==> src/rtl/hdc_pkg.sv <==
package hdc_pkg;

    // ########################################
    // Widths and sizes.
    // ########################################
    localparam int HV_WIDTH      = 32;                 // Hypervector width.
    localparam int IM_DEPTH      = 1024;               // Number of item hypervectors.
    localparam int IM_ADDR_WIDTH = $clog2(IM_DEPTH);
    localparam int WB_ADDR_WIDTH = 12;                 // Host byte address.
    localparam int WB_WORD_LSB   = 2;                  // Byte offset within a 32-bit word.
    localparam int MAX_NGRAM     = 32;
    localparam int POS_WIDTH     = $clog2(MAX_NGRAM);

    typedef logic [HV_WIDTH-1:0]      hv_t;
    typedef logic [IM_ADDR_WIDTH-1:0] im_addr_t;    // Item index, also the symbol code.
    typedef logic [WB_ADDR_WIDTH-1:0] wb_addr_t;
    typedef logic [POS_WIDTH-1:0]     pos_t;

    // ########################################
    // Host register map.
    // ########################################
    // Addresses below CTRL_ADDR reach the item memory, one word per entry.
    localparam wb_addr_t CTRL_ADDR    = 12'h400;
    localparam int       CTRL_LEN_MSB = POS_WIDTH - 1;  // Bits 4:0 hold ngram_len minus one.
    localparam int       CTRL_RUN_BIT = 8;

    // Item-memory requesters, in round-robin order.
    localparam int NUM_REQ = 3;
    typedef logic [1:0] req_idx_t;
    localparam req_idx_t REQ_HOST  = 2'd0;
    localparam req_idx_t REQ_LANE0 = 2'd1;
    localparam req_idx_t REQ_LANE1 = 2'd2;

    typedef enum logic [1:0] {
        LANE_IDLE,
        LANE_FETCH,
        LANE_EMIT
    } lane_state_t;

endpackage

==> src/rtl/im_arbiter.sv <==
`timescale 1ns/1ps

module im_arbiter (
    input  logic              clk,
    input  logic              rst_n,
    // Host requester, read and write.
    input  logic              h_cyc,
    input  logic              h_stb,
    input  logic              h_we,
    input  hdc_pkg::im_addr_t h_adr,
    input  hdc_pkg::hv_t      h_dat_w,
    output hdc_pkg::hv_t      h_dat_r,
    output logic              h_ack,
    // Lane 0 requester, read only.
    input  logic              l0_cyc,
    input  logic              l0_stb,
    input  hdc_pkg::im_addr_t l0_adr,
    output hdc_pkg::hv_t      l0_dat,
    output logic              l0_ack,
    // Lane 1 requester, read only.
    input  logic              l1_cyc,
    input  logic              l1_stb,
    input  hdc_pkg::im_addr_t l1_adr,
    output hdc_pkg::hv_t      l1_dat,
    output logic              l1_ack,
    // Item memory port.
    output logic              mem_en,
    output logic              mem_we,
    output hdc_pkg::im_addr_t mem_addr,
    output hdc_pkg::hv_t      mem_wdata,
    input  hdc_pkg::hv_t      mem_rdata
);
    import hdc_pkg::*;

    logic [NUM_REQ-1:0] req;
    req_idx_t           last_grant;   // Round-robin pointer and owner of the access in flight.
    req_idx_t           pick;
    logic               pick_valid;
    logic               ack_q;        // Second phase, read data is on mem_rdata.
    logic               launch;

    assign req = {l1_cyc & l1_stb, l0_cyc & l0_stb, h_cyc & h_stb};

    // Search starts at the requester after the last one granted.
    // The loop runs backwards so that the nearest candidate is assigned last.
    always_comb begin
        int cand;
        pick_valid = 1'b0;
        pick       = last_grant;
        for (int k = NUM_REQ; k >= 1; k--) begin
            cand = (int'(last_grant) + k) % NUM_REQ;
            if (req[cand]) begin
                pick_valid = 1'b1;
                pick       = req_idx_t'(cand);
            end
        end
    end

    // New grants only when both phases are done.
    assign launch = pick_valid & ~mem_en & ~ack_q;

    // ########################################
    // Access sequencer.
    // ########################################
    always_ff @(posedge clk) begin
        if (!rst_n) begin
            mem_en     <= 1'b0;
            ack_q      <= 1'b0;
            last_grant <= REQ_LANE1;    // Host goes first after reset.
        end else begin
            mem_en <= launch;           // Phase one, the RAM read.
            ack_q  <= mem_en;           // Phase two, ack to the owner.
            if (launch) begin
                last_grant <= pick;
            end
        end
    end

    // Request payload is captured with the grant.
    always_ff @(posedge clk) begin
        if (launch) begin
            mem_wdata <= h_dat_w;
            unique case (pick)
                REQ_HOST: begin
                    mem_addr <= h_adr;
                    mem_we   <= h_we;
                end
                REQ_LANE0: begin
                    mem_addr <= l0_adr;
                    mem_we   <= 1'b0;
                end
                default: begin
                    mem_addr <= l1_adr;
                    mem_we   <= 1'b0;
                end
            endcase
        end
    end

    assign h_ack  = ack_q && (last_grant == REQ_HOST);
    assign l0_ack = ack_q && (last_grant == REQ_LANE0);
    assign l1_ack = ack_q && (last_grant == REQ_LANE1);

    // Read data is shared; only the owner sees an ack.
    assign h_dat_r = mem_rdata;
    assign l0_dat  = mem_rdata;
    assign l1_dat  = mem_rdata;

endmodule

==> config.mk <==
export PLATFORM = sky130hd
export DESIGN_NAME = im_arbiter
export DESIGN_NICKNAME = d
export VERILOG_FILES = /design/src/rtl/hdc_pkg.sv /design/src/rtl/im_arbiter.sv
export SDC_FILE = /design/constraint.sdc
export NUM_CORES = 1
export LEC_CHECK = 0
export BUFFER_PORTS_ARGS = -buffer_cell sky130_fd_sc_hd__buf_4
export CORE_AREA = 8 8 93 95
export DETAILED_ROUTE_END_ITERATION = 7
export DIE_AREA = 0 0 101 103
export PLACE_DENSITY = 0.91
export REMOVE_ABC_BUFFERS = 1
export SYNTH_ARGS = -nofsm -noshare
export SYNTH_HDL_FRONTEND = slang
export SYNTH_SLANG_ARGS = --single-unit
==> constraint.sdc <==
create_clock -name clk -period 5.7 [get_ports clk]
set_input_delay 1.14 -clock clk [delete_from_list [all_inputs] [get_ports clk]]
set_output_delay 1.14 -clock clk [all_outputs]
set_load 0.02 [all_outputs]
==> impl_results.md <==
- Grt ovf: 0
- Kind of critical path: register to register
- CTS Hold Bufs: 0
- Register area share after synthesis: 0.469
- Worst path buffer plus inverter count: 1
- # nets final: 374
- Worst Setup Start Kind: register
- Outcome: finished clean
- Clock sink total: 47
- Worst Path Required: 5.75 ns
- Final WL: 12000 µm
- Final hold violations: 0
- Ys Warns: 0
- Worst setup path startpoint: last_grant[1]
- CORE AREA: 7140 µm²
- CP peak stage delay: 0.97 ns
- Syn Inst Count: 248
- Post-route DRC: 0
- Max Fclk: 305 MHz
- Initial antenna violation count: 0
- Tcrit/Tclk final: 0.575
- Slew HR: 0.229
- R2R cell count: 7
- WP depth: 7
- Starting Density: 0.409
- Crit Reg-Reg Endpoint: mem_addr[9]
- Slew Viols, Final: 0
- Vias post-DR: 1916
- Vias per cell: 5.22
- Top delay family on crit path: compound AO/OA/AOI/OAI gates
- IO Count: 246
- Clk Latency, worst-skew pair: 0.30 ns
- Die height: 103 µm
- Clock Skew: 0.00607 ns
- Peak supply drop: 207 µV
- Post-CTS Setup Repair Bufs: 0
- Worst-Margin Slew: 1.15 ns
- RSZ-0062 raised after global routing: no
- Routability cong.: 0.845
- Worst hold path type: register to register
- P&R area growth vs syn: 10.2%
- Hpwl dp: 10200 µm
- Htree depth: 2
- Vias in the first global route: 1995
- Yosys cell types: 38
- WP data arrival: 3.33 ns
- Commonest non-fill, non-tap cells in the layout: buf_4 (118), edfxtp_1 (43), nand2_1 (26)
- Cell Pwr Density: 611 nW/µm²
- Most common cell after layout, fill and taps aside: buf_4
- First-pass GRT wire length: 15700 µm
- Port Buffer Count: 117
- Post-synth EDFFs: 43
- Post-route cell area: 3220 µm²
- Clock-pin slew on the worst setup and hold paths: 0.09 ns
- Layout cells sized above 1: 0.578
- CTS tree: yes
- Dpl cell area: 3130 µm²
- Worst-path cell chain: inv_1 -> ha_1 -> nand4bb_1 -> o221ai_2 -> a211oi_2 -> o21a_1 -> o211ai_1
- Setup TNS Final: 0 ns
- Slack of the critical path: 2.42 ns
- Root Buffer: clkbuf_8
- Die area: 10400 µm²
- LEAKAGE: 0.00134 µW
- Critical Path End Type: register
- Post-route ant nets: 0
- Die W: 101 µm
- Minimum hold slack: 0.479 ns
- CP max FO: 12
- Clock buffer count from CTS: 5
- Setup WS pre-CTS: 2.14 ns
- Gr usage total: 0.221
- Final Util: 0.451
- Worst Setup EP: mem_addr[9]
- Clk buf depth: 2
- PostCTS Resize Cnt: 0
- Tmin final: 3.28 ns
- Routed wire per std cell: 32.7 µm
- Avg Synthesized Cell Area: 11.8 µm²
- Post-Syn Area: 2920 µm²
- Largest net degree at the start of global routing: 47
- FFs w/ async S/R, synth: 0
- Yosys reg bits: 47
- Std cell rows: 31
- Iter 0 DRT Violations: 117
- FF-to-FF setup slack: 2.42 ns
- Primary FF master, synth: edfxtp_1
- Max-cap viol count: 0
- Reg2reg start: last_grant[1]
- Slowest CP cell: a211oi_2
- Setup violators final: 0
- Drt pass-1 iters: 4
- Antenna diode count: 0
## routing by layer
| layer | up-vias | routed length (µm) | GRT usage |
|---|---|---|---|
| met4 | 0 | 72 | 0.0412 |
| met3 | 6 | 2920 | 0.228 |
| met5 | - | 0 | 0.0153 |
| met1 | 910 | 3960 | 0.223 |
| li1 | 813 | - | - |
| met2 | 187 | 5060 | 0.315 |
## where the power goes
part / leakage, µW / internal [µW] / switching (µW)
Sequential: 0.000447 / 632 / 58.8
Clock: 0.0000408 / 87.9 / 123
Combinational: 0.000856 / 373 / 693
Total: 0.00134 / 1090 / 874
## cell families after synthesis
| logic type | count (synthesis) | synth area share |
|---|---|---|
| multiplexers | 1 | 0.00385 |
| flip-flops | 47 | 0.469 |
| adder cells (fa/ha/maj) | 4 | 0.0171 |
| buffers and inverters | 111 | 0.284 |
| AND/OR/NAND/NOR | 45 | 0.0741 |
| AO/OA/AOI/OAI | 40 | 0.152 |
## layout make-up
type / count / area, µm²
fillers: 698 / 3920
flip-flops and latches: 47 / 1370
repair buffers: 118 / 886
multi-input cells: 90 / 727
well taps: 99 / 124
clock buffers: 5 / 68.8
clock inverters: 3 / 23.8
inverters: 5 / 18.8
## registers in the layout (all words and copies together), names as in the netlist
| name | cells |
|---|---|
| mem_wdata | 32 |
| mem_addr | 10 |
| last_grant | 2 |
| ack_q | 1 |
| mem_en | 1 |
| mem_we | 1 |
## worst min-delay path, delay by kind of cell, from the launching register on
family / cells / cell delay (ns)
flops: 1 / 0.34
simple gates: 1 / 0.06
compound gates: 1 / 0.05
## stage by stage
step / total power [µW] / std cells
floorplan: 1310 / 142
global placement: 1750 / 359
detailed placement: 1770 / 359
CTS: 1980 / 367
global route: 2080 / 367
finish: 1970 / 367
## how the worst min path moves through the flow
stage,startpoint,to,slack [ns],depth (start not counted)
2_1_floorplan,last_grant[0],last_grant[0],0.45,2
3_3_place_gp,last_grant[0],last_grant[0],0.47,2
3_5_place_dp,last_grant[0],last_grant[0],0.47,2
4_1_cts,last_grant[0],last_grant[0],0.48,2
5_1_grt,mem_en,ack_q,0.52,1
6_report,last_grant[0],last_grant[0],0.48,2
## Yosys cell counts (3+ instances only)
cell type / number / area, µm²
buf_4: 99 / 743
edfxtp_1: 43 / 1290
nand2_1: 26 / 97.6
o211ai_2: 11 / 138
o2111ai_2: 9 / 135
buf_6: 5 / 56.3
nor2_1: 5 / 18.8
dfxtp_1: 4 / 80.1
ha_1: 4 / 50.1
inv_1: 4 / 15.0
a21oi_1: 3 / 15.0
and2_1: 3 / 18.8
Note: power is estimated with default switching activity, not from simulation.
