$ cat config.mk
export PLATFORM = sky130hd
export DESIGN_NAME = host_regs
export DESIGN_NICKNAME = d
export VERILOG_FILES = /design/src/rtl/hdc_pkg.sv /design/src/rtl/host_regs.sv
export SDC_FILE = /design/constraint.sdc
export NUM_CORES = 1
export LEC_CHECK = 0
export BUFFER_PORTS_ARGS = -buffer_cell sky130_fd_sc_hd__buf_2
export CAP_MARGIN = 20
export CORE_ASPECT_RATIO = 0.8
export CORE_MARGIN = 3
export CORE_UTILIZATION = 39
export DETAILED_ROUTE_END_ITERATION = 6
export GPL_ROUTABILITY_DRIVEN = 0
export PLACE_DENSITY = 0.75
export SYNTH_ARGS = -nofsm -noshare
export SYNTH_HDL_FRONTEND = slang
export SYNTH_SLANG_ARGS = --single-unit
$ cat constraint.sdc
create_clock -name clk -period 4.4 [get_ports clk]
set_input_delay 0.22 -clock clk [delete_from_list [all_inputs] [get_ports clk]]
set_output_delay 0.22 -clock clk [all_outputs]
set_load 0.05 [all_outputs]
$ cat src/rtl/hdc_pkg.sv
package hdc_pkg;

    // ########################################
    // Widths and sizes.
    // ########################################
    localparam int HV_WIDTH      = 32;                 // Hypervector width.
    localparam int IM_DEPTH      = 1024;               // Number of item hypervectors.
    localparam int IM_ADDR_WIDTH = $clog2(IM_DEPTH);
    localparam int WB_ADDR_WIDTH = 12;                 // Host byte address.
    localparam int WB_WORD_LSB   = 2;                  // Byte offset within a 32-bit word.
    localparam int MAX_NGRAM     = 32;
    localparam int POS_WIDTH     = $clog2(MAX_NGRAM);

    typedef logic [HV_WIDTH-1:0]      hv_t;
    typedef logic [IM_ADDR_WIDTH-1:0] im_addr_t;    // Item index, also the symbol code.
    typedef logic [WB_ADDR_WIDTH-1:0] wb_addr_t;
    typedef logic [POS_WIDTH-1:0]     pos_t;

    // ########################################
    // Host register map.
    // ########################################
    // Addresses below CTRL_ADDR reach the item memory, one word per entry.
    localparam wb_addr_t CTRL_ADDR    = 12'h400;
    localparam int       CTRL_LEN_MSB = POS_WIDTH - 1;  // Bits 4:0 hold ngram_len minus one.
    localparam int       CTRL_RUN_BIT = 8;

    // Item-memory requesters, in round-robin order.
    localparam int NUM_REQ = 3;
    typedef logic [1:0] req_idx_t;
    localparam req_idx_t REQ_HOST  = 2'd0;
    localparam req_idx_t REQ_LANE0 = 2'd1;
    localparam req_idx_t REQ_LANE1 = 2'd2;

    typedef enum logic [1:0] {
        LANE_IDLE,
        LANE_FETCH,
        LANE_EMIT
    } lane_state_t;

endpackage

$ cat src/rtl/host_regs.sv
`timescale 1ns/1ps

module host_regs (
    input  logic              clk,
    input  logic              rst_n,
    // Wishbone classic slave toward the host.
    input  logic              wb_cyc,
    input  logic              wb_stb,
    input  logic              wb_we,
    input  hdc_pkg::wb_addr_t wb_adr,
    input  hdc_pkg::hv_t      wb_dat_w,
    output hdc_pkg::hv_t      wb_dat_r,
    output logic              wb_ack,
    // Wishbone classic master toward the arbiter.
    output logic              m_cyc,
    output logic              m_stb,
    output logic              m_we,
    output hdc_pkg::im_addr_t m_adr,
    output hdc_pkg::hv_t      m_dat_w,
    input  hdc_pkg::hv_t      m_dat_r,
    input  logic              m_ack,
    // Control levels for both lanes.
    output logic              run,
    output hdc_pkg::pos_t     ngram_len
);
    import hdc_pkg::*;

    logic wb_req;
    logic is_ctrl;
    logic ctrl_hit;
    logic im_start;
    hv_t  ctrl_rdata;

    // The ack term keeps a request that is still held from starting twice.
    assign wb_req   = wb_cyc & wb_stb & ~wb_ack;
    assign is_ctrl  = (wb_adr >= CTRL_ADDR);
    assign ctrl_hit = wb_req & is_ctrl & ~m_cyc;
    assign im_start = wb_req & ~is_ctrl & ~m_cyc;

    always_comb begin
        ctrl_rdata                 = '0;
        ctrl_rdata[CTRL_LEN_MSB:0] = ngram_len;
        ctrl_rdata[CTRL_RUN_BIT]   = run;
    end

    // ########################################
    // Control register and handshake.
    // ########################################
    always_ff @(posedge clk) begin
        if (!rst_n) begin
            wb_ack    <= 1'b0;
            m_cyc     <= 1'b0;
            m_stb     <= 1'b0;
            run       <= 1'b0;
            ngram_len <= '0;        // A window of one symbol.
        end else begin
            wb_ack <= 1'b0;
            if (m_cyc) begin
                if (m_ack) begin
                    m_cyc  <= 1'b0;
                    m_stb  <= 1'b0;
                    wb_ack <= 1'b1;     // Host ack follows the arbiter ack.
                end
            end else if (ctrl_hit) begin
                wb_ack <= 1'b1;
                if (wb_we) begin
                    ngram_len <= wb_dat_w[CTRL_LEN_MSB:0];
                    run       <= wb_dat_w[CTRL_RUN_BIT];
                end
            end else if (im_start) begin
                m_cyc <= 1'b1;
                m_stb <= 1'b1;
            end
        end
    end

    // Item-memory request payload, held until the arbiter acks.
    always_ff @(posedge clk) begin
        if (im_start) begin
            m_we    <= wb_we;
            m_adr   <= wb_adr[WB_ADDR_WIDTH-1:WB_WORD_LSB];   // Word index.
            m_dat_w <= wb_dat_w;
        end
    end

    // Read data for the host.
    always_ff @(posedge clk) begin
        if (m_cyc && m_ack) begin
            wb_dat_r <= m_dat_r;
        end else if (ctrl_hit) begin
            wb_dat_r <= ctrl_rdata;
        end
    end

endmodule

==> results by group <==
Logic synthesis
  • Mapped Nets: 234
  • Most common library cells after synthesis: edfxtp_1 (75), and3_1 (26), nand2_1 (13)
  • Count of different cell masters after synthesis: 18
  • Post-Synthesis Mean Instance Area: 19.0 um2
  • Asr flop ratio synth: 0%
  • Top cell type's share of synthesized area: 77.8%
  • Synthesis Warnings: 0
  • Top cells by area, synth: edfxtp_1 (78%), dfxtp_1 (6.2%), and3_1 (5.6%)
  • Predominant post-synthesis flop cell: edfxtp_1
  • Register area share after synthesis: 84.0%
  • Cell taking the most area after synthesis: edfxtp_1
  • Mapped Area: 0.00289 mm2
  • Count leader, synth: edfxtp_1
  • Mapped Cells: 152
  • Synth Register Bits: 84
  • Number of flops mapped to enable cells by yosys: 75

Timing
  • Relative slew slack: 32.1%
  • Tmin final: 2.16 ns
  • Peak Freq: 462 MHz
  • Final Skew: 0.0108 ns
  • Setup ws final: 2.24 ns
  • RSZ-0062 raised after global routing: no
  • Slew at the pin closest to its max-slew limit: 1.01 ns
  • Fin crit share: 49.2%
  • Hold WS: 0.0484 ns
  • Final setup TNS: 0 ns
  • Final setup fails: 0
  • Final hold viol count: 0
  • Final count of pins violating max slew: 0

Critical path
  • Crit path launch type: flip-flop
  • Setup slack, reg-to-reg: 2.24 ns
  • Worst r2r path cells: 2
  • R2R Path Start: m_cyc$_SDFF_PN0_
  • Arrival time of the worst setup path: 2.13 ns
  • WP data required: 4.36 ns
  • Setup crit end: wb_dat_r[14]$_SDFFCE_PP0P_
  • Max Fanout on Critical Path: 33
  • Worst setup EP type: flip-flop
  • Crit path kind: flip-flop to flip-flop
  • Critical path launch point: m_cyc$_SDFF_PN0_
  • R2r endpoint: wb_dat_r[14]$_SDFFCE_PP0P_

Placed design
  • Place WS: 2.22 ns
  • DP Area: 0.00381 mm2
  • Port buffer count: 163
  • Hpwl dp: 4770 um

Clock tree
  • CTS Sinks: 84
  • Setup bufs post-CTS: 0
  • Clk root buf: clkbuf_8
  • Post-CTS Hold Fix Bufs: 0
  • Clk Latency, worst-skew pair: 0.34 ns
  • Total CTS buffers: 9
  • CTS Buffer Depth: 2
  • CTS resizes: 0
  • CTS tree: built
  • H-tree depth: 3
  • Reg clk slew, reported paths: 0.08 ns

Detailed routing
  • Vias per inst: 4.62
  • First-pass DRT Iterations: 4
  • Vias: 1904
  • Drt total wl: 6380 um
  • Drt first-iter violations: 72
  • Drc violations: 0
  • ANT nets after route: 0
  • Routed wire per std cell: 15.5 um

Min path
  • Worst Hold Class: input port to flip-flop
  • Min-delay src: wb_dat_w[21]

Global routing
  • Global-route wire length before repair: 9470 um
  • GRT Total Usage: 14.7%
  • Initial antenna violation count: 0
  • Vias in the first global route: 1873
  • Largest net degree at the start of global routing: 43
  • Grt total ovfl: 0

Finish
  • Layout cells sized above 1: 58.5%
  • Final Net Count: 402
  • Final Core Density: 57.4%
  • N_diodes: 0
  • Post-route cell area: 0.00403 mm2
  • Layout area overhead: 39.4%

Power and ir drop
  • PD cells: 415 mW/mm2
  • Leakage: 1.77 nW
  • Worst VDD drop: 0.000228 V

Floorplan
  • Die Wd: 102 um
  • Die Height: 83.1 um
  • Top Ports: 166
  • Initial core utilization: 41.2%
  • Core Rows: 27
  • Die ar.: 0.00850 mm2
  • CORE AREA: 0.00703 mm2

Flow run
  • MaxCap Viol Count: 0

Status
  • Status: finished clean
==> kinds of logic (layout without fill, tap and decap cells) <==
logic type	after synthesis	count (layout)	synth area share (%)
AOI/OAI and AO/OA	3	3	0.691
buffers and inverters	7	180	0.994
DFF	84	84	84.0
muxes	12	12	4.41
and+or+nand+nor	46	46	9.86
==> state kept, by name, summed over array words and instances (netlist names) <==
| name | flops |
|---|---|
| m_adr | 10 |
| m_cyc | 1 |
| m_dat_w | 32 |
| m_stb | 1 |
| m_we | 1 |
| ngram_len | 5 |
| run | 1 |
| wb_ack | 1 |
| wb_dat_r | 32 |
==> worst min-delay path by stage <==
stage | end | depth (start not counted)
4_1_cts | m_dat_w[30]$_DFFE_PP_ | 1
2_1_floorplan | m_adr[0]$_DFFE_PP_ | 0
3_3_place_gp | m_dat_w[20]$_DFFE_PP_ | 1
3_5_place_dp | m_dat_w[30]$_DFFE_PP_ | 1
6_report | m_dat_w[21]$_DFFE_PP_ | 1
5_1_grt | m_adr[5]$_DFFE_PP_ | 1
==> cell usage in the layout (no fill, tap or decap) <==
| master | instances |
|---|---|
| nor3b_4 | 1 |
| nor2b_1 | 1 |
| nand4bb_4 | 1 |
| and3_1 | 26 |
| buf_4 | 1 |
| buf_2 | 163 |
| inv_6 | 3 |
| nor2_1 | 1 |
| nor3_2 | 1 |
| and2_1 | 1 |
| mux2_2 | 6 |
| o21ai_4 | 1 |
| o21a_1 | 2 |
| bufinv_16 | 2 |
| nand2_1 | 13 |
| and2_0 | 1 |
| mux2i_1 | 6 |
| clkbuf_8 | 9 |
| dfxtp_1 | 9 |
| clkinv_2 | 2 |
| edfxtp_1 | 75 |
==> cell type report <==
cell class / instances / area [um2]
fillers: 592 / 2990
flip-flops and latches: 84 / 2430
repair buffers: 164 / 823
multi-input cells: 61 / 449
clock buffers: 9 / 124
well taps: 87 / 109
clock inverters: 7 / 96.3
==> critical path, stage by stage, from the launching register on <==
cell	delay, ns
dfxtp_1	0.81
nand2_1	0.45
o21ai_4	0.51
==> power breakdown <==
group | switching (mW) | internal [mW] | total [mW]
Sequential | 0.00784 | 0.894 | 0.902
Combinational | 0.128 | 0.0486 | 0.176
Clock | 0.273 | 0.324 | 0.597
==> stage by stage <==
| stage | instances | total power [mW] |
|---|---|---|
| 3_5_place_dp | 396 | 1.10 |
| 4_1_cts | 412 | 1.69 |
| 2_1_floorplan | 152 | 1.03 |
| 3_3_place_gp | 396 | 1.10 |
| 6_report | 412 | 1.67 |
| 5_1_grt | 412 | 1.75 |
==> routing by layer <==
layer  GRT usage, %  share of wire, %  vias to the layer above
met1           17.9                40                      890
met5              0                 0                        -
met3           7.14                10                        4
met4           3.69              0.63                        0
li1               -                 -                      914
met2           23.3                49                       96
Power figures use the tool's default switching activity.
