## src/rtl/hdc_pkg.sv

```systemverilog
package hdc_pkg;

    // ########################################
    // Widths and sizes.
    // ########################################
    localparam int HV_WIDTH      = 32;                 // Hypervector width.
    localparam int IM_DEPTH      = 1024;               // Number of item hypervectors.
    localparam int IM_ADDR_WIDTH = $clog2(IM_DEPTH);
    localparam int WB_ADDR_WIDTH = 12;                 // Host byte address.
    localparam int WB_WORD_LSB   = 2;                  // Byte offset within a 32-bit word.
    localparam int MAX_NGRAM     = 32;
    localparam int POS_WIDTH     = $clog2(MAX_NGRAM);

    typedef logic [HV_WIDTH-1:0]      hv_t;
    typedef logic [IM_ADDR_WIDTH-1:0] im_addr_t;    // Item index, also the symbol code.
    typedef logic [WB_ADDR_WIDTH-1:0] wb_addr_t;
    typedef logic [POS_WIDTH-1:0]     pos_t;

    // ########################################
    // Host register map.
    // ########################################
    // Addresses below CTRL_ADDR reach the item memory, one word per entry.
    localparam wb_addr_t CTRL_ADDR    = 12'h400;
    localparam int       CTRL_LEN_MSB = POS_WIDTH - 1;  // Bits 4:0 hold ngram_len minus one.
    localparam int       CTRL_RUN_BIT = 8;

    // Item-memory requesters, in round-robin order.
    localparam int NUM_REQ = 3;
    typedef logic [1:0] req_idx_t;
    localparam req_idx_t REQ_HOST  = 2'd0;
    localparam req_idx_t REQ_LANE0 = 2'd1;
    localparam req_idx_t REQ_LANE1 = 2'd2;

    typedef enum logic [1:0] {
        LANE_IDLE,
        LANE_FETCH,
        LANE_EMIT
    } lane_state_t;

endpackage

```

## src/rtl/ngram_encoder.sv

```systemverilog
`timescale 1ns/1ps

module ngram_encoder (
    input  logic              clk,
    input  logic              rst_n,
    input  logic              run,
    input  hdc_pkg::pos_t     ngram_len,     // Window length minus one.
    // Symbol intake.
    input  logic              sym_valid,
    input  hdc_pkg::im_addr_t sym_data,
    output logic              sym_ready,
    // Read-only master into the item memory arbiter.
    output logic              im_cyc,
    output logic              im_stb,
    output hdc_pkg::im_addr_t im_adr,
    input  hdc_pkg::hv_t      im_dat,
    input  logic              im_ack,
    // Bound n-gram output.
    output logic              res_valid,
    output hdc_pkg::hv_t      res_data,
    input  logic              res_ready
);
    import hdc_pkg::*;

    lane_state_t state;
    pos_t        pos;       // Position of the symbol being fetched.
    hv_t         acc;
    logic        last_pos;
    logic        fetch_done;
    hv_t         fetched_rot;

    // Rotate right by p. The doubled vector shifts the low bits round to the top.
    function automatic hv_t rot_right(input hv_t v, input pos_t p);
        logic [2*HV_WIDTH-1:0] dbl;
        dbl = {v, v} >> p;
        return dbl[HV_WIDTH-1:0];
    endfunction

    assign last_pos    = (pos == ngram_len);
    assign fetch_done  = (state == LANE_FETCH) && im_ack;
    assign fetched_rot = rot_right(im_dat, pos);

    // ########################################
    // Lane FSM.
    // ########################################
    always_ff @(posedge clk) begin
        if (!rst_n) begin
            state <= LANE_IDLE;
        end else begin
            unique case (state)
                LANE_IDLE: begin
                    if (sym_valid && sym_ready) begin
                        state <= LANE_FETCH;
                    end
                end
                LANE_FETCH: begin
                    // The request is held until ack even if run drops.
                    if (im_ack) begin
                        state <= (run && last_pos) ? LANE_EMIT : LANE_IDLE;
                    end
                end
                LANE_EMIT: begin
                    if (res_ready || !run) begin
                        state <= LANE_IDLE;
                    end
                end
                default: state <= LANE_IDLE;
            endcase
        end
    end

    // Position counter and accumulator.
    // Dropping run starts the next window afresh at position 0.
    always_ff @(posedge clk) begin
        if (!rst_n || !run) begin
            pos <= '0;
            acc <= '0;
        end else if (fetch_done) begin
            if (pos == '0) begin
                acc <= im_dat;                  // First item is loaded as is.
            end else begin
                acc <= acc ^ fetched_rot;
            end
            pos <= last_pos ? pos_t'(0) : pos + 1'b1;
        end
    end

    // Symbol code doubles as the item-memory index.
    always_ff @(posedge clk) begin
        if (sym_valid && sym_ready) begin
            im_adr <= sym_data;
        end
    end

    assign sym_ready = run && (state == LANE_IDLE);
    assign im_cyc    = (state == LANE_FETCH);
    assign im_stb    = (state == LANE_FETCH);
    assign res_valid = (state == LANE_EMIT);
    assign res_data  = acc;                     // Stable while in emit.

endmodule

```

## config.mk

```make
export PLATFORM = sky130hd
export DESIGN_NAME = ngram_encoder
export DESIGN_NICKNAME = d
export VERILOG_FILES = /design/src/rtl/hdc_pkg.sv /design/src/rtl/ngram_encoder.sv
export SDC_FILE = /design/constraint.sdc
export NUM_CORES = 1
export LEC_CHECK = 0
export ABC_AREA = 1
export BUFFER_PORTS_ARGS = -buffer_cell sky130_fd_sc_hd__buf_2
export CAP_MARGIN = 20
export CORE_MARGIN = 3
export CORE_UTILIZATION = 40
export DETAILED_ROUTE_END_ITERATION = 8
export RECOVER_POWER = 100
export SLEW_MARGIN = 0
export SYNTH_ARGS = -nofsm -noshare
export SYNTH_HDL_FRONTEND = slang
export SYNTH_SLANG_ARGS = --single-unit
```

## constraint.sdc

```tcl
create_clock -name clk -period 2.4 [get_ports clk]
set_input_delay 0 -clock clk [delete_from_list [all_inputs] [get_ports clk]]
set_output_delay 0 -clock clk [all_outputs]
set_load 0.1 [all_outputs]
```

==> results.ini, run 1 <==
[critical_path]
crit_required_ns = 2.57
cp-start-kind = register
cp_max_fo = 40
critPathArrivalTime_ns = 2.29
crit_path_end_kind = register
reg2reg_slack_ns = 0.28
regToRegStartpoint = pos[0]
rr_worst_depth = 8
crit_start = pos[0]
r2r-end = res_data[25]
timing_worst_setup_path_type = register to register

[placement]
pre_cts_ws_ns = 0.336
dp.cells = 1024
port_buffers = 98
dp_hpwl_um = 13300
gp_congestion = 0.948

[hold_path]
hold_depth = 3
hold_class = input port to register
min_to = state[1]
hold_start = res_ready

[floorplanning]
fp.dieArea_mm2 = 0.0150
rows = 41
io_pins = 99
core_mm2 = 0.0130
start_util_pct = 41.9
die_h_um = 123
die_w_um = 123

[timing]
setup_ws_ns = 0.276
tightest_slew_ns = 1.19
fmax_mhz = 471
finalCritPeriodShare_pct = 88.5
setup_tns_ns = 0
rsz0062_at_grt = false
drv_slew = 0
period_minus_slack_ns = 2.12
clock_skew_ns = 0.0116
max_slew_margin_pct = 21.3
setup_viol_count_final = 0
hold_viol = 0

[layout]
multi_input_area_mm2 = 0.00365
ff_latch_area_mm2 = 0.00108
layout.nets = 925
stdcell_count = 1043
syn_to_final_growth_pct = 11.6
fillers = 1410
drive_above_1_share_pct = 27.7
insertedDiodeCount = 0

[clock_tree]
clockRootBuffer = clkbuf_16
cts-buffers-inserted = 5
cts_tree = done
post_cts.repair.setup_buffers = 0
clock_sinks = 49
clkTransAtPathRegs_ns = 0.09
clkLatencyLatePin_ns = 0.31
cts_hold_buf = 11
ctsResizeCount = 0
cts_max_level = 2
clockBufferDepth = 2

[synthesis]
synth_area_leaders = nand3_2 22%, nand3_1 19%, dfxtp_1 14%
synth-seq-cells = 49
synth_edf_count = 10
synth_top_area_share_pct = 22.1
synth_cell_types = 32
ys_seq_area_share_pct = 19.9
synth_cells = 789
async_flop_share_pct = 0
yosysWarnings = 0
synthesis.area_mm2 = 0.00544
syn-num-nets = 844
post_synth.cell_area_avg_um2 = 6.90
synth_ff_type = dfxtp_1
yosysTopAreaCell = nand3_2

[drt]
avgViaCountPerCell = 5.45
firstDrtPassIters = 5
routedWlPerCell_um = 17.0
vias = 5689
drc_errors = 0
drt-total-wl_um = 17700
drt-initial-drc-count = 518
ant_nets = 0

[pwr]
p_leak_nw = 2.56
vdd_drop_max_mv = 0.240
power_density_mw_per_mm2 = 371
seqPwrFrac_pct = 38.4
net-switching-power_mw = 0.827
p_sw_share_pct = 36.7
intPower_mw = 1.43
clkPwrFrac_pct = 35.1
power_mw = 2.25
p_comb_share_pct = 26.5

[grt]
grtUsageTotal_pct = 23.6
grt_pass1_wl_um = 27500
grt_max_degree = 41
antenna_found_initial = 0
grt_overflow = 0
grt_pass1_vias = 4962

[job]
cap_violations = 0

[status]
status = completed

-- synth_stat cells, types with 5 or more instances --
cell,n
nor2_1,7
nand2_4,13
a21oi_2,25
nand3_1,203
dfxtp_1,39
a21oi_1,8
nand2_2,15
buf_6,8
buf_2,20
inv_1,69
o21ai_0,32
clkbuf_1,10
nand3_2,120
edfxtp_1,10
nand2_1,171
buf_4,10
xor2_1,5
-- worst max-delay path, stage by stage, from the launching register on --
cell and delay (ns):
dfxtp_1 0.42, inv_6 0.39, ha_1 0.22, nand4_1 0.11
clkbuf_4 0.33, o21ai_0 0.29, inv_1 0.07, nand2_1 0.07
a21oi_1 0.05
-- worst max path at each step --
stage,to
floorplan,im_adr[0]
global placement,res_data[29]
detailed placement,res_data[7]
CTS,res_data[7]
global route,res_data[22]
finish,res_data[25]
-- per-layer routing --
metal	up-vias	GRT usage [%]	wire, µm
li1	2831	-	-
met1	2605	35.1	8420
met2	238	35.2	7710
met3	15	4.79	1420
met4	0	4.76	205
met5	-	0	0
-- layout by cell type (no fill, tap or decap), types with 11 or more instances in the layout --
master         count
nand2_4           13
dlygate4sd3_1     11
clkbuf_1          47
inv_1             69
o21ai_0           32
buf_4             12
buf_2             52
nand3_1          207
nand2_1          172
nand3_2          116
a21oi_1           17
dfxtp_1           38
nand2_2           14
a21oi_2           16
-- sequential cells by signal, summed over array words and instances, names as in the netlist --
register  flops
im_adr       10
state         2
pos           5
res_data     32
-- cell families (layout without fill, tap and decap cells) --
| family | after synthesis | in the layout | share of synthesized area (%) |
|---|---|---|---|
| AOI/OAI and AO/OA | 69 | 69 | 8.28 |
| xor gates and xnor gates | 7 | 7 | 1.13 |
| adders and majority gates | 2 | 2 | 0.460 |
| buffers and inverters | 125 | 207 | 12.0 |
| DFF | 49 | 49 | 19.9 |
| and+or+nand+nor | 537 | 537 | 58.3 |
-- final cells by class --
class                      count  share of cell area (%)
tap                          172                    3.54
sequential                    49                    17.8
inverter                      74                    4.70
clock buffer                   5                    2.06
clock inverter                 3                   0.474
multi-input combinational    615                    60.1
timing repair buffer         125                    11.3
-- power by group through the flow --
stage	sequential, mW	clock (mW)	combinational (mW)
floorplan	0.976	0	0.337
global route	0.867	0.841	0.649
finish	0.865	0.791	0.598
global placement	0.884	0	0.587
detailed placement	0.884	0	0.588
CTS	0.865	0.812	0.604
-- per-stage QoR --
stage / instance area [µm²] / util, % / hold WS, ns
2_1_floorplan: 5450 / - / 0.0989
3_3_place_gp: 5940 / 45.8 / 0.177
3_5_place_dp: 5940 / 45.8 / 0.178
4_1_cts: 6200 / 47.8 / 0.0184
5_1_grt: 6070 / 46.8 / 0.0296
6_report: 6070 / 46.8 / 0.0274
Note: power is estimated with default switching activity, not from simulation.
==> run 2, diff against run 1 <==
Settings changed: CORE_UTILIZATION 40 to 30.
==> run 2 against run 1 <==
Net effect: final cell count grew 5.5%; sequential share of layout area fell by 0.24 points; via count is essentially flat; first-iteration DRC count up 4.2%; clock power grew 5.6%; critical path type unchanged; largest cell class unchanged; largest power group unchanged.
==> results.ini, run 2 (synthesis results as in run 1) <==
[status]
status = completed

[layout]
fillers = 1937  ; +37%
stdcell_count = 1100  ; +5.5%
drive_above_1_share_pct = 27.9  ; +0.22 points
mostFrequentLayoutCells = 206 x nand3_1, 170 x nand2_1, 117 x nand3_2
insertedDiodeCount = 0  ; unchanged
final_common_cell = nand3_1
design_area_mm2 = 0.00615  ; +1.3%
ff_latch_area_mm2 = 0.00108  ; unchanged
multi_input_area_mm2 = 0.00364  ; -0.17%
utilization_pct = 35.1  ; -12 points
largest_reg_flops = 32  ; unchanged
syn_to_final_growth_pct = 13.1
layout.nets = 929  ; +0.43%

[grt]
antenna_found_initial = 0  ; unchanged
grt_overflow = 0  ; unchanged
grtUsageTotal_pct = 18.6  ; -5.0 points
grt_max_degree = 40  ; -2.4%
grt_pass1_wl_um = 29300  ; +6.4%
grt_pass1_vias = 5182  ; +4.4%

[pwr]
vdd_drop_max_mv = 0.232  ; -3.3%
p_leak_nw = 2.58  ; +0.72%
power_density_mw_per_mm2 = 374  ; +0.74%
power_mw = 2.30  ; +2.1%

[clock_tree]
ctsResizeCount = 0  ; unchanged
clkLatencyLatePin_ns = 0.30  ; about the same
cts-buffers-inserted = 5  ; unchanged
clkTransAtPathRegs_ns = 0.07  ; -0.02 ns
cts_max_level = 2  ; unchanged
clockRootBuffer = clkbuf_16
cts_tree = done
clockBufferDepth = 2  ; unchanged
clock_sinks = 49  ; unchanged

[drt]
drc_errors = 0  ; unchanged
ant_nets = 0  ; unchanged
drt-initial-drc-count = 540  ; +4.2%
drt-total-wl_um = 18700  ; +5.4%
avgViaCountPerCell = 5.17  ; -5.2%
routedWlPerCell_um = 17.0  ; about the same
vias = 5685  ; -0.070%
firstDrtPassIters = 5  ; unchanged

[critical_path]
crit_chain = clkbuf_2 > nand3_1 > nand3_1 > nand2_1 > nand2_1 > nand3_1 > nand2_1 > a21oi_1
crit_path_end_kind = register
timing_worst_setup_path_type = register to register
crit_family = simple AND/OR/NAND/NOR gates
crit_start = pos[3]
r2r-end = res_data[17]
slowest_stage = clkbuf_2
crit_end = res_data[17]
crit_required_ns = 2.55  ; -0.02 ns
cp_max_fo = 34  ; -15%
critPathArrivalTime_ns = 2.30  ; about the same
regToRegStartpoint = pos[3]
reg2reg_slack_ns = 0.25  ; -0.02 ns
max_stage_delay_ns = 0.72  ; +0.30 ns
cp.depth = 8  ; unchanged
rr_worst_depth = 8  ; unchanged
cp-start-kind = register
crit_buf_inv = 1  ; -2

[placement]
gp_congestion = 1.01  ; +6.3%
dp_hpwl_um = 14300  ; +7.6%
port_buffers = 98  ; unchanged
placed_area_mm2 = 0.00601  ; +1.2%
dp.cells = 1081  ; +5.6%

[timing]
fmax_mhz = 466  ; -1.1%
period_minus_slack_ns = 2.15  ; +0.0243 ns
drv_slew = 0  ; unchanged
tightest_slew_ns = 1.20  ; +0.0125 ns
clock_skew_ns = 0.00643  ; -0.00513 ns
setup_viol_count_final = 0  ; unchanged
finalCritPeriodShare_pct = 89.5  ; +1.0 points
setup_tns_ns = 0  ; unchanged
hold_viol = 0  ; unchanged
rsz0062_at_grt = false
max_slew_margin_pct = 20.4  ; -0.83 points

[floorplanning]
core_mm2 = 0.0175  ; +35%
rows = 48  ; +17%
fp.dieArea_mm2 = 0.0198  ; +32%
start_util_pct = 31.0  ; -11 points
die_w_um = 141  ; +15%
die_h_um = 141  ; +15%
io_pins = 99  ; unchanged

[hold_path]
hold_class = input port to register

[job]
cap_violations = 0  ; unchanged

## run 2: cell types whose count changed in the layout (fill, tap and decap cells not counted), sizes merged
cell | before | now
buf | 66 | 70
inv | 76 | 74
bufinv | 0 | 1
clkinvlp | 0 | 1
## run 2: worst min-delay path by stage
stage,startpoint,endpoint,slack [ns],cells after the start
3_3_place_gp,sym_data[1],im_adr[1],0.18,1
6_report,res_ready,state[1],0.03,3
3_5_place_dp,sym_data[9],im_adr[9],0.18,1
5_1_grt,res_ready,state[1],0.02,3
4_1_cts,res_ready,state[1],0.02,3
2_1_floorplan,sym_data[0],im_adr[0],0.1,0
## run 2: cell type report
class | count | area share [%]
Clock buffer | 5 | 2.03
Tap cell | 225 | 4.58
Multi-Input combinational cell | 615 | 59.2
Sequential cell | 49 | 17.6
Clock inverter | 3 | 0.671
Timing Repair Buffer | 129 | 11.2
Inverter | 74 | 4.68
## run 2: report_power, final
part | internal [mW] | switching (mW)
logic | 0.170 | 0.429
clock network | 0.489 | 0.346
registers | 0.856 | 0.0103
## run 2: worst register-to-register path, cell delays in order, from the launching register on
cell and delay (ns):
dfxtp_1 0.35, clkbuf_2 0.72, nand3_1 0.32, nand3_1 0.28, nand2_1 0.09, nand2_1 0.06
nand3_1 0.06, nand2_1 0.07, a21oi_1 0.05
## run 2: timing repair
action                                 CTS  global route
hold buffers                            11             0
endpoints found under the hold margin   12             0
setup buffers                            0             0
setup endpoints to repair                0             0
## run 2: layer usage
metal  vias up  GRT usage (%)  wire, µm
met3        22           4.41      1550
met1      2574           26.8      8690
met5         -              0         0
met4         0           4.74       320
li1       2843              -         -
met2       246           28.0      8150
## run 2: through the flow
step           setup slack, ns  hold WS [ns]
4_1_cts                  0.382        0.0186
3_5_place_dp             0.391         0.179
2_1_floorplan          0.00537        0.0989
6_report                 0.252        0.0262
5_1_grt                  0.123        0.0170
3_3_place_gp             0.378         0.177
==> run 3, diff against run 2 <==
Settings changed: CELL_PAD_IN_SITES_DETAIL_PLACEMENT from default to 1, CELL_PAD_IN_SITES_GLOBAL_PLACEMENT from default to 1, PLACE_DENSITY_LB_ADDON from default to 0.1.
==> run 3 against run 2 <==
Net effect: clock-buffer cell count stayed put; sequential power hardly changed; die area stayed put; clock skew is 0.0058 ns higher; fmax is 4.9% higher; register-to-register slack better by 0.10 ns; sequential cell count stayed put; power is 0.22% lower; critical path type unchanged.
==> results.ini, run 3 (synthesis results as in run 1) <==
[drt]
ant_nets = 0  ; unchanged
vias = 5777  ; +1.6%
firstDrtPassIters = 5  ; unchanged
drc_errors = 0  ; unchanged
routedWlPerCell_um = 19.7  ; +16%
avgViaCountPerCell = 5.26  ; +1.7%
drt-initial-drc-count = 254  ; -53%
drt-total-wl_um = 21700  ; +16%

[floorplanning]
start_util_pct = 31.0  ; unchanged
core_mm2 = 0.0175  ; unchanged
die_h_um = 141  ; unchanged
die_w_um = 141  ; unchanged
rows = 48  ; unchanged
fp.dieArea_mm2 = 0.0198  ; unchanged
io_pins = 99  ; unchanged

[grt]
antenna_found_initial = 0  ; unchanged
grtUsageTotal_pct = 21.5  ; +2.9 points
grt_max_degree = 44  ; +10%
grt_overflow = 0  ; unchanged
grt_pass1_vias = 5859  ; +13%
grt_pass1_wl_um = 33400  ; +14%

[clock_tree]
post_cts.repair.setup_buffers = 0  ; unchanged
clockBufferDepth = 2  ; unchanged
clkLatencyLatePin_ns = 0.32  ; +0.02 ns
cts_tree = done
cts_hold_buf = 11  ; unchanged
clock_sinks = 49  ; unchanged
cts_max_level = 2  ; unchanged
cts-buffers-inserted = 5  ; unchanged
clockRootBuffer = clkbuf_16
clkTransAtPathRegs_ns = 0.08  ; about the same
ctsResizeCount = 0  ; unchanged

[pwr]
p_leak_nw = 2.60  ; +0.52%
vdd_drop_max_mv = 0.261  ; +13%
power_density_mw_per_mm2 = 370  ; -0.93%

[layout]
stdcell_count = 1099  ; -0.091%
layout.nets = 928  ; -0.11%
insertedDiodeCount = 0  ; unchanged
syn_to_final_growth_pct = 13.9
largest_reg_flops = 32  ; unchanged
drive_above_1_share_pct = 28.3  ; +0.38 points
mostFrequentLayoutCells = 203 x nand3_1, 170 x nand2_1, 120 x nand3_2
utilization_pct = 35.3  ; +0.25 points
ff_latch_area_mm2 = 0.00108  ; unchanged
fillers = 2295  ; +18%
multi_input_area_mm2 = 0.00366  ; +0.45%
final_common_cell = nand3_1

[timing]
finalCritPeriodShare_pct = 85.3  ; -4.2 points
setup_viol_count_final = 0  ; unchanged
setup_tns_ns = 0  ; unchanged
hold_viol = 0  ; unchanged
max_slew_margin_pct = 21.2  ; +0.78 points
rsz0062_at_grt = false
fmax_mhz = 488  ; +4.9%
clock_skew_ns = 0.0122  ; +0.00575 ns
drv_slew = 0  ; unchanged
tightest_slew_ns = 1.19  ; -0.0118 ns
setup_ws_ns = 0.353  ; +0.101 ns
period_minus_slack_ns = 2.05  ; -0.101 ns

[hold_path]
hold_class = input port to register
min_to = state[1]
hold_start = res_ready
hold_depth = 3  ; unchanged

[critical_path]
r2r-end = res_data[11]
cp_max_fo = 14  ; -59%
crit_required_ns = 2.58  ; +0.03 ns
regToRegStartpoint = pos[0]
critPathArrivalTime_ns = 2.22  ; -0.08 ns
timing_worst_setup_path_type = register to register
cp-start-kind = register
rr_worst_depth = 10  ; +2
reg2reg_slack_ns = 0.35  ; +0.10 ns
crit_path_end_kind = register

[job]
cap_violations = 0  ; unchanged

[placement]
port_buffers = 98  ; unchanged
dp_hpwl_um = 16600  ; +16%
dp.cells = 1079  ; -0.19%
pre_cts_ws_ns = 0.366  ; -0.0251 ns
gp_congestion = 0.873  ; -13%

[status]
status = completed

[run 3: cell count changes in the layout (fill, tap and decap cells not counted), sizes merged]
cell and delta:
inv +2, bufinv -1, clkbuf -1, clkinvlp -1
[run 3: through the flow]
stage               total power, mW  hold slack, ns  instance area [µm²]
floorplan                      1.31          0.0989                 5450
global placement               1.48           0.178                 6030
detailed placement             1.49           0.178                 6030
CTS                            2.34          0.0180                 6300
global route                   2.43          0.0216                 6200
finish                         2.30          0.0282                 6200
[run 3: how the worst max path moves through the flow]
stage	startpoint	to	slack, ns
final	pos[0]	res_data[11]	0.35
after global placement	pos[0]	res_data[11]	0.45
after CTS	pos[0]	res_data[11]	0.35
after floorplan	state[1]	im_adr[0]	0.005
after global routing	pos[0]	res_data[14]	0.15
after detailed placement	pos[0]	res_data[11]	0.37
[run 3: where the power goes]
part	total (mW)	switching, mW	internal (mW)
clock	0.816	0.413	0.402
combinational	0.615	0.438	0.177
sequential	0.865	0.0101	0.855
[run 3: cell type report]
class	count	area share (%)
Multi-Input combinational cell	615	59.1
Sequential cell	49	17.5
Timing Repair Buffer	128	11.8
Inverter	74	4.64
Tap cell	225	4.54
Clock buffer	5	2.02
Clock inverter	3	0.464
[run 3: critical path, cell delays in order (launching register included)]
cell     delay (ns)
dfxtp_1        0.47
buf_4          0.28
nand2_1        0.11
nand3_1        0.16
nand3_1        0.17
nand3_1        0.13
nand3_1        0.21
nand3_1        0.16
nand3_1        0.08
nand2_1        0.08
a21oi_1        0.05
[run 3: layer usage]
layer / global-route usage (%) / share of wire, % / wire [µm]
met5: 0 / 0 / 0
met4: 6.73 / 2.5 / 542
met3: 2.95 / 3.6 / 777
met2: 37.7 / 49 / 10600
met1: 27.4 / 45 / 9800
